**src/design/reduceOpPkg.sv**
```systemverilog
`default_nettype none

//////////////////////////////////////////////////
// Reduction operations
//////////////////////////////////////////////////

package reduceOpPkg;

	// Opcode carried in the low bits of the header
	typedef enum logic [1:0] {
		opAdd,	// Sum modulo 2^32
		opXor,	// Bitwise parity
		opMax,	// Unsigned maximum
		opMin	// Unsigned minimum
	} reduceOp;

	//////////////////////////////////////////////////
	// Start values of the accumulator
	//////////////////////////////////////////////////

	// Neutral for add, xor and unsigned max
	localparam logic [31:0] identityZero = 32'h0000_0000;

	// Neutral for unsigned min
	localparam logic [31:0] identityMin = 32'hFFFF_FFFF;

endpackage

`default_nettype wire

```
**src/design/routeNetPkg.sv**
```systemverilog
`default_nettype none

//////////////////////////////////////////////////
// Network beat and header layout
//////////////////////////////////////////////////

package routeNetPkg;

	localparam int dataWidth = 32;	// One word per beat

	// One beat on a forward or backward path
	typedef struct packed {
		logic req;	// Beat is present
		logic rls;	// Release token
		logic [dataWidth-1:0] data;	// Payload word
	} netBeat;

	// Overlay of the header beat's data word
	typedef struct packed {
		logic [15:0] opcode;	// Only low 2 bits used
		logic [15:0] destId;	// Destination leaf
	} headerField;

	//////////////////////////////////////////////////
	// Router control
	//////////////////////////////////////////////////

	typedef enum logic [1:0] {
		stIdle,	// Waiting for a header
		stForward,	// Session open, beats pass through
		stDrain	// Host released, waiting for leaf release
	} routerState;

endpackage

`default_nettype wire

```
**src/design/reduceLeaf.sv**
```systemverilog
`timescale 1ns/1ps
`default_nettype none

module reduceLeaf (
	input logic clock,
	input logic reset,
	input routeNetPkg::netBeat fwdIn,	// Session beats from the router
	output routeNetPkg::netBeat backOut	// Result and release to the router
);

	typedef enum logic [1:0] {
		lfIdle,	// Waiting for a header
		lfAccum,	// Folding data beats
		lfRelease	// Result sent, release next
	} leafState;

	leafState state;
	routeNetPkg::headerField header;
	reduceOpPkg::reduceOp op;
	reduceOpPkg::reduceOp headerOp;
	logic [routeNetPkg::dataWidth-1:0] acc;
	logic [routeNetPkg::dataWidth-1:0] accNext;
	logic [routeNetPkg::dataWidth-1:0] startValue;

	//////////////////////////////////////////////////
	// Header decode and identity
	//////////////////////////////////////////////////

	assign header = routeNetPkg::headerField'(fwdIn.data);
	assign headerOp = reduceOpPkg::reduceOp'(header.opcode[1:0]);

	always_comb begin
		if (headerOp == reduceOpPkg::opMin) begin
			startValue = reduceOpPkg::identityMin;
		end else begin
			startValue = reduceOpPkg::identityZero;
		end
	end

	//////////////////////////////////////////////////
	// Reduction datapath
	//////////////////////////////////////////////////

	always_comb begin
		case (op)
			reduceOpPkg::opAdd: accNext = acc + fwdIn.data;	// Wraps at 2^32
			reduceOpPkg::opXor: accNext = acc ^ fwdIn.data;
			reduceOpPkg::opMax: accNext = (fwdIn.data > acc) ? fwdIn.data : acc;
			reduceOpPkg::opMin: accNext = (fwdIn.data < acc) ? fwdIn.data : acc;
			default: accNext = acc;
		endcase
	end

	always_ff @(posedge clock) begin
		if (state == lfIdle && fwdIn.req) begin
			op <= headerOp;
			acc <= startValue;
		end else if (state == lfAccum && fwdIn.req) begin
			acc <= accNext;
		end
	end

	//////////////////////////////////////////////////
	// Session control and return path
	//////////////////////////////////////////////////

	always_ff @(posedge clock) begin
		if (reset) begin
			state <= lfIdle;
			backOut.req <= 1'b0;
			backOut.rls <= 1'b0;
		end else begin
			backOut.data <= acc;
			case (state)
				lfIdle: begin
					backOut.req <= 1'b0;
					backOut.rls <= 1'b0;
					if (fwdIn.req) begin
						state <= lfAccum;
					end
				end
				lfAccum: begin
					backOut.rls <= 1'b0;
					if (fwdIn.rls) begin
						backOut.req <= 1'b1;	// Result beat
						state <= lfRelease;
					end else begin
						backOut.req <= 1'b0;
					end
				end
				lfRelease: begin
					backOut.req <= 1'b0;
					backOut.rls <= 1'b1;	// Release right after result
					state <= lfIdle;
				end
				default: begin
					backOut.req <= 1'b0;
					backOut.rls <= 1'b0;
					state <= lfIdle;
				end
			endcase
		end
	end

endmodule

`default_nettype wire

```
**src/design/reduceTree.sv**
```systemverilog
`timescale 1ns/1ps
`default_nettype none

module reduceTree #(
	parameter logic [15:0] leafIdB = 16'd1	// destId routed to leaf B
) (
	input logic clock,
	input logic reset,
	input routeNetPkg::netBeat hostIn,	// Sessions from host
	output routeNetPkg::netBeat hostOut	// Results to host
);

	routeNetPkg::netBeat toLeafA;
	routeNetPkg::netBeat toLeafB;
	routeNetPkg::netBeat fromLeafA;
	routeNetPkg::netBeat fromLeafB;

	//////////////////////////////////////////////////
	// Router and two leaves side by side
	//////////////////////////////////////////////////

	sessionRouter #(
		.branchBId(leafIdB)
	) router (
		.clock(clock),
		.reset(reset),
		.hostIn(hostIn),
		.branchOutA(toLeafA),
		.branchOutB(toLeafB),
		.branchInA(fromLeafA),
		.branchInB(fromLeafB),
		.hostOut(hostOut)
	);

	reduceLeaf leafA (
		.clock(clock),
		.reset(reset),
		.fwdIn(toLeafA),
		.backOut(fromLeafA)
	);

	reduceLeaf leafB (
		.clock(clock),
		.reset(reset),
		.fwdIn(toLeafB),
		.backOut(fromLeafB)
	);

endmodule

`default_nettype wire

```
**src/design/sessionRouter.sv**
```systemverilog
`timescale 1ns/1ps
`default_nettype none

module sessionRouter #(
	parameter logic [15:0] branchBId = 16'd1	// Header destId that selects branch B
) (
	input logic clock,
	input logic reset,
	input routeNetPkg::netBeat hostIn,	// Forward path from host
	output routeNetPkg::netBeat branchOutA,	// Forward path to leaf A
	output routeNetPkg::netBeat branchOutB,	// Forward path to leaf B
	input routeNetPkg::netBeat branchInA,	// Backward path from leaf A
	input routeNetPkg::netBeat branchInB,	// Backward path from leaf B
	output routeNetPkg::netBeat hostOut	// Backward path to host
);

	routeNetPkg::routerState state;
	routeNetPkg::routerState nextState;
	routeNetPkg::headerField header;
	logic headerMatch;
	logic matched;	// Session belongs to branch B
	routeNetPkg::netBeat fwdA;
	routeNetPkg::netBeat fwdB;
	routeNetPkg::netBeat backSel;
	routeNetPkg::netBeat hostNext;

	//////////////////////////////////////////////////
	// Header decode
	//////////////////////////////////////////////////

	assign header = routeNetPkg::headerField'(hostIn.data);
	assign headerMatch = (header.destId == branchBId);

	//////////////////////////////////////////////////
	// Forward steering and FSM
	//////////////////////////////////////////////////

	always_comb begin
		nextState = state;
		fwdA = hostIn;
		fwdA.req = 1'b0;	// Unselected branch stays quiet
		fwdA.rls = 1'b0;
		fwdB = hostIn;
		fwdB.req = 1'b0;
		fwdB.rls = 1'b0;

		case (state)
			routeNetPkg::stIdle: begin
				// Only a header opens a session, stray releases are dropped
				if (hostIn.req) begin
					nextState = routeNetPkg::stForward;
					if (headerMatch) begin
						fwdB = hostIn;
					end else begin
						fwdA = hostIn;
					end
				end
			end
			routeNetPkg::stForward: begin
				if (matched) begin
					fwdB = hostIn;
				end else begin
					fwdA = hostIn;
				end
				if (hostIn.rls) begin
					nextState = routeNetPkg::stDrain;
				end
			end
			routeNetPkg::stDrain: begin
				// Host side is closed, nothing goes forward
				if (backSel.rls) begin
					nextState = routeNetPkg::stIdle;
				end
			end
			default: begin
				nextState = routeNetPkg::stIdle;
			end
		endcase
	end

	always_ff @(posedge clock) begin
		if (reset) begin
			state <= routeNetPkg::stIdle;
		end else begin
			state <= nextState;
		end
	end

	// Latched once per session
	always_ff @(posedge clock) begin
		if (reset) begin
			matched <= 1'b0;
		end else if (state == routeNetPkg::stIdle && hostIn.req) begin
			matched <= headerMatch;
		end
	end

	always_ff @(posedge clock) begin
		if (reset) begin
			branchOutA.req <= 1'b0;
			branchOutA.rls <= 1'b0;
			branchOutB.req <= 1'b0;
			branchOutB.rls <= 1'b0;
		end else begin
			branchOutA <= fwdA;	// One cycle forward latency
			branchOutB <= fwdB;
		end
	end

	//////////////////////////////////////////////////
	// Backward merge
	//////////////////////////////////////////////////

	assign backSel = matched ? branchInB : branchInA;

	always_comb begin
		hostNext = backSel;
		if (state == routeNetPkg::stIdle) begin
			hostNext.req = 1'b0;	// No session, no return traffic
			hostNext.rls = 1'b0;
		end
	end

	always_ff @(posedge clock) begin
		if (reset) begin
			hostOut.req <= 1'b0;
			hostOut.rls <= 1'b0;
		end else begin
			hostOut <= hostNext;	// One cycle backward latency
		end
	end

endmodule

`default_nettype wire

```
**config.mk**
```make
export PLATFORM = sky130hd
export DESIGN_NAME = reduceTree
export DESIGN_NICKNAME = d
export VERILOG_FILES = /design/src/design/reduceOpPkg.sv /design/src/design/routeNetPkg.sv /design/src/design/reduceLeaf.sv /design/src/design/reduceTree.sv /design/src/design/sessionRouter.sv
export SDC_FILE = /design/constraint.sdc
export NUM_CORES = 1
export LEC_CHECK = 0
export BUFFER_PORTS_ARGS = -buffer_cell sky130_fd_sc_hd__buf_2
export CORE_MARGIN = 1
export CORE_UTILIZATION = 40
export CTS_CLUSTER_SIZE = 40
export DETAILED_ROUTE_END_ITERATION = 8
export PLACE_DENSITY = 0.56
export SETUP_SLACK_MARGIN = 0.3
export SYNTH_ARGS = -nofsm -noshare
export SYNTH_HDL_FRONTEND = slang
export SYNTH_SLANG_ARGS = --single-unit
```
**constraint.sdc**
```tcl
create_clock -name clock -period 4.65 [get_ports clock]
set_clock_uncertainty 0.05 [all_clocks]
set_input_delay 0.6975 -clock clock [delete_from_list [all_inputs] [get_ports clock]]
set_output_delay 0.6975 -clock clock [all_outputs]
set_load 0.01 [all_outputs]
```
==> results of run 1 <==
==> synthesized netlist by cell type (5+ instances only) <==
master / number / share of area (%)
edfxtp_1: 196 / 45
a21oi_1: 135 / 5.2
nor2_1: 134 / 3.8
ha_1: 126 / 12
inv_1: 125 / 3.6
o21ai_0: 67 / 2.6
clkbuf_1: 40 / 1.1
xnor2_1: 35 / 2.3
mux2_2: 33 / 2.8
nor3_1: 30 / 1.1
nand2_1: 24 / 0.69
o21bai_1: 20 / 1.1
xor2_1: 19 / 1.3
dfxtp_1: 17 / 2.6
nand4_1: 17 / 0.81
nor2b_1: 17 / 0.81
a21o_1: 16 / 0.92
nor4_1: 16 / 0.77
nand2b_1: 15 / 0.72
o31ai_1: 10 / 0.57
a31oi_1: 9 / 0.43
or3_1: 9 / 0.43
a221o_1: 8 / 0.61
and3_1: 8 / 0.38
buf_1: 8 / 0.23
mux2i_1: 8 / 0.61
nand3_1: 8 / 0.31
o221ai_1: 8 / 0.54
a22oi_1: 7 / 0.40
nor3b_1: 6 / 0.34
o211ai_1: 6 / 0.34
o22ai_1: 5 / 0.24
or2_2: 5 / 0.24
==> critical path, cell delays in order, from the launching register on <==
cell,delay (ns)
edfxtp_1,0.51
ha_1,0.37
nand2b_1,0.16
a21oi_1,0.21
o31ai_1,0.16
a2111oi_2,0.60
nor2_1,0.20
o41ai_2,0.43
a41oi_1,0.39
o41ai_2,0.37
mux2i_1,0.23
nand2_1,0.06
==> final timing paths <==
check                           cells past startpoint  slack [ns]                              from                               to
worst max register to register                     11        0.66    router.branchOutB[1]$_DFFE_PN_          leafA.acc[31]$_DFFE_PP_
worst min register to register                      2        0.41  router.branchOutA[32]$_SDFF_PP0_      leafA.state[1]$_SDFFE_PP0P_
worst max-delay path                               11        0.66    router.branchOutB[1]$_DFFE_PN_          leafA.acc[31]$_DFFE_PP_
worst min-delay path                                1        0.30                        hostIn[18]  router.branchOutB[18]$_DFFE_PN_
==> registers in the layout (all words and copies together), names as in the netlist, 32 cells and up <==
| register | flops |
|---|---|
| leafA.acc | 32 |
| leafB.acc | 32 |
| leafA.backOut | 34 |
| router.hostOut | 34 |
| router.branchOutB | 34 |
| leafB.backOut | 34 |
==> stage by stage <==
step,instances,utilization (%),setup slack (ns)
floorplan,1259,-,0.688
global placement,1727,43.8,0.631
detailed placement,1727,43.8,0.543
CTS,1774,46.6,0.549
global route,1774,46.7,0.417
finish,1775,46.7,0.656
==> logic make-up after synthesis <==
| logic type | after synthesis | share of synthesized area (%) |
|---|---|---|
| AO/OA/AOI/OAI | 337 | 16.2 |
| XOR/XNOR | 54 | 3.62 |
| adder cells (fa/ha/maj) | 128 | 12.4 |
| buffers and inverters | 180 | 5.20 |
| flip-flops | 213 | 47.6 |
| multiplexers | 41 | 3.45 |
| AND/OR/NAND/NOR | 306 | 11.5 |
==> power by group <==
group	internal, uW	switching, uW	total, uW
Combinational	339	526	865
Clock	1330	811	2140
Sequential	2210	79.9	2290
Total	3880	1420	5300
==> final cells by class <==
type / instances / area, um^2 / share of cell area, %
multi-input combinational: 866 / 6240 / 41.9
sequential: 213 / 6230 / 41.9
clock buffer: 34 / 733 / 4.93
tap: 435 / 544 / 3.66
inverter: 128 / 483 / 3.25
timing repair buffer: 85 / 478 / 3.21
clock inverter: 13 / 173 / 1.16
antenna: 1 / 2.50 / 0.0168
==> per-layer routing <==
metal	wire, um	up-vias	GRT usage, %
met5	0	-	0
met4	834	0	6.17
met1	17100	4685	31.3
li1	-	4688	-
met2	15000	310	32.2
met3	1970	64	2.66
==> results_dict.tcl, run 1 <==
set metrics [dict create \
    fin_nets 1484 \
    holdWs_ns 0.296 \
    cts_buffers 26 \
    finalSetupTns_ns 0 \
    yosysWarnings 0 \
    synth_cells 1259 \
    dr.pass1.iters 5 \
    finalHoldViolCount 0 \
    avgSynthCellArea_um2 10.4 \
    portBuffers 69 \
    fin_crit_sh_pct 85.9 \
    status "finished, final reports clean" \
    arrival_ns 4.22 \
    peakVddDrop_uv 231 \
    via_per_inst 5.49 \
    synth-main-ff-cell "edfxtp_1" \
    synthArstFlopShare_pct 0 \
    dp_hpwl_um 24600 \
    drt_iter0_markers 801 \
    max_freq_ghz 0.250 \
    syn_area_mm2 0.0131 \
    initial_utilization_pct 41.0 \
    p_leak_uw 0.00593 \
    core_mm2 0.0319 \
    postCtsHoldBufs 0 \
    power_uw 5300 \
    post_cts_resized 0 \
    cts.sinks 213 \
    wl_per_cell_um 19.7 \
    drv_cap 0 \
    grt_usage_pct 21.1 \
    grt_pass1_wl_um 54700 \
    grt_pass1_vias 9489 \
    clockBufferDepth 3 \
    ant_nets 0 \
    grt_max_degree 61 \
    drive_gt1_share_pct 14.2 \
    worst-setup-path-type "register to register" \
    ys_seq_area_share_pct 47.6 \
    final_common_cell "edfxtp_1" \
    htree_levels 1 \
    die_height_um 183 \
    setup_viol 0 \
    final_cell_mix "196 x edfxtp_1, 135 x a21oi_1, 133 x nor2_1" \
    routed_wl_um 35000 \
    place.gp.congestion 0.874 \
    fillers 2984 \
    clock-root-buffer "clkbuf_16" \
    crit_path_max_fanout 7 \
    antenna_found_initial 1 \
    rsz0062_at_grt "no" \
    crit_required_ns 4.88 \
    vias 9747 \
    start_kind "register" \
    ys_ff_latch 213 \
    worst_slew_pin_slew_ns 1.14 \
    die_w_um 183 \
    synth_edf_count 196 \
    period_needed_ns 3.99 \
    maxSlewViolCount 0 \
    worstSkewPairLatency_ns 0.54 \
    area_delta_synth_final_pct 13.7 \
    slew_headroom_pct 24.0 \
    end_kind "register" \
    io_pins 70 \
    fin_area_mm2 0.0149 \
    dpl_cell_area_mm2 0.0140 \
    drcViolationCount 0 \
    cts_setup_buffers 0 \
    hold_class "primary input to register" \
    rows 65 \
    clkSlewWorstSetupHoldPaths_ns 0.06 \
    powerDensity_mw_per_mm2 356 \
    cts_tree "done" \
    grt_overflow 0 \
    die-area_mm2 0.0334 \
    ys_types 73 \
    synth_fp_nets 1423 \
]
No activity file was read; power rests on OpenSTA's default activity.
==> run 2, diff against run 1 <==
--- a/config.mk
+++ b/config.mk
@@ -11,6 +11,7 @@
 export CTS_CLUSTER_SIZE = 40
 export DETAILED_ROUTE_END_ITERATION = 8
 export PLACE_DENSITY = 0.56
+export RECOVER_POWER = 25
 export SETUP_SLACK_MARGIN = 0.3
 export SYNTH_ARGS = -nofsm -noshare
 export SYNTH_HDL_FRONTEND = slang
==> run 2 against run 1 <==
The run now ends with capacitance limit, slew limit left; flip-flop and latch count is the same; sequential power is essentially flat; global-route usage is the same; hold slack lost 0.00061 ns; clock-buffer cell count is the same; setup slack is essentially flat; critical path depth is the same; core utilization shrank 0.067 points; maximum frequency is essentially flat.
==> results_dict.tcl, run 2 (synthesis gave the netlist of run 1 again) <==
set metrics [dict create \
    status "finished with violations" \
    failed_checks "capacitance limit, slew limit" \
    worstSkewPairLatency_ns 0.54 \
    worst_slew_pin_slew_ns 2.64 \
    grt_max_degree 61 \
    die_w_um 183 \
    cts_tree "done" \
    place.gp.congestion 0.874 \
    antenna_found_initial 1 \
    fin_crit_sh_pct 85.9 \
    dp_hpwl_um 24600 \
    finalHoldViolCount 0 \
    post-route-util_pct 46.6 \
    grt_pass1_wl_um 54700 \
    grt_usage_pct 21.1 \
    vias 9744 \
    cts.sinks 213 \
    final_cell_mix "196 x edfxtp_1, 135 x a21oi_1, 133 x nor2_1" \
    hold_class "primary input to register" \
    clkSlewWorstSetupHoldPaths_ns 0.06 \
    cts_setup_buffers 0 \
    maxSlewViolCount 61 \
    die-area_mm2 0.0334 \
    drv_cap 1 \
    initial_utilization_pct 41.0 \
    clockBufferDepth 3 \
    fin_ws_ns 0.656 \
    fin_nets 1484 \
    period_needed_ns 3.99 \
    crit_path_max_fanout 7 \
    start_kind "register" \
    via_per_inst 5.49 \
    crit_required_ns 4.88 \
    cts_buffers 26 \
    p_leak_uw 0.00588 \
    portBuffers 69 \
    rsz0062_at_grt "no" \
    drive_gt1_share_pct 13.0 \
    core_mm2 0.0319 \
    drt_iter0_markers 798 \
    die_height_um 183 \
    io_pins 70 \
    rows 65 \
    peakVddDrop_uv 232 \
    grt_overflow 0 \
    power_uw 5300 \
    wl_per_cell_um 19.7 \
    max_freq_ghz 0.250 \
    ant_nets 0 \
    drcViolationCount 0 \
    htree_levels 1 \
    postCtsHoldBufs 0 \
    slew_headroom_pct -77.1 \
    powerDensity_mw_per_mm2 357 \
    finalSetupTns_ns 0 \
    area_delta_synth_final_pct 13.6 \
    end_kind "register" \
    final_common_cell "edfxtp_1" \
    setup_viol 0 \
    dr.pass1.iters 5 \
    dp_slack_ns 0.543 \
    grt_pass1_vias 9489 \
    worst-setup-path-type "register to register" \
    clock-root-buffer "clkbuf_16" \
    arrival_ns 4.22 \
    routed_wl_um 35000 \
]
==> run 2: path summary, 6_finish.rpt <==
path / start / end / slack [ns] / cells after the start
setup / recovery: router.branchOutB[1]$_DFFE_PN_ / leafA.acc[31]$_DFFE_PP_ / 0.66 / 11
hold / removal: hostIn[18] / router.branchOutB[18]$_DFFE_PN_ / 0.30 / 1
setup reg to reg: router.branchOutB[1]$_DFFE_PN_ / leafA.acc[31]$_DFFE_PP_ / 0.66 / 11
hold reg to reg: router.branchOutA[32]$_SDFF_PP0_ / leafA.state[1]$_SDFFE_PP0P_ / 0.41 / 2
==> run 2: metal layers <==
metal	up-vias	track usage [%]	part of all wire (%)
li1	4691	-	-
met1	4686	31.3	49
met2	307	32.2	43
met3	60	2.66	5.6
met4	0	6.17	2.4
met5	-	0	0
==> run 2: per-stage QoR <==
step / area (um^2) / cells / hold WS, ns
after floorplan: 13100 / 1259 / 0.376
after global placement: 14000 / 1727 / 0.409
after detailed placement: 14000 / 1727 / 0.412
after CTS: 14900 / 1774 / 0.263
after global routing: 14900 / 1774 / 0.274
final: 14900 / 1775 / 0.296
==> run 2: layout make-up <==
| class | count | area, um^2 |
|---|---|---|
| Clock buffer | 34 | 733 |
| Multi-Input combinational cell | 866 | 6240 |
| Clock inverter | 13 | 173 |
| Sequential cell | 213 | 6230 |
| Timing Repair Buffer | 85 | 458 |
| Tap cell | 435 | 544 |
| Fill cell | 2993 | 17000 |
| Inverter | 128 | 482 |
| Antenna cell | 1 | 2.50 |
==> run 2: critical path, cell delays in order, from the launching register on <==
cell and delay (ns):
edfxtp_1 0.51, ha_1 0.37, nand2b_1 0.16, a21oi_1 0.21, o31ai_1 0.16, a2111oi_2 0.60, nor2_1 0.20, o41ai_2 0.43
a41oi_1 0.39, o41ai_2 0.37, mux2i_1 0.23, nand2_1 0.06
==> run 2: where the power goes <==
part / switching [uW] / internal, uW
clock network: 811 / 1330
registers: 79.9 / 2210
logic: 526 / 337
total: 1420 / 3880
==> run 2: what timing repair did <==
action                     CTS  global route
setup endpoints to repair    0             2
gates resized for setup      0             1
hold endpoints to repair     0             0
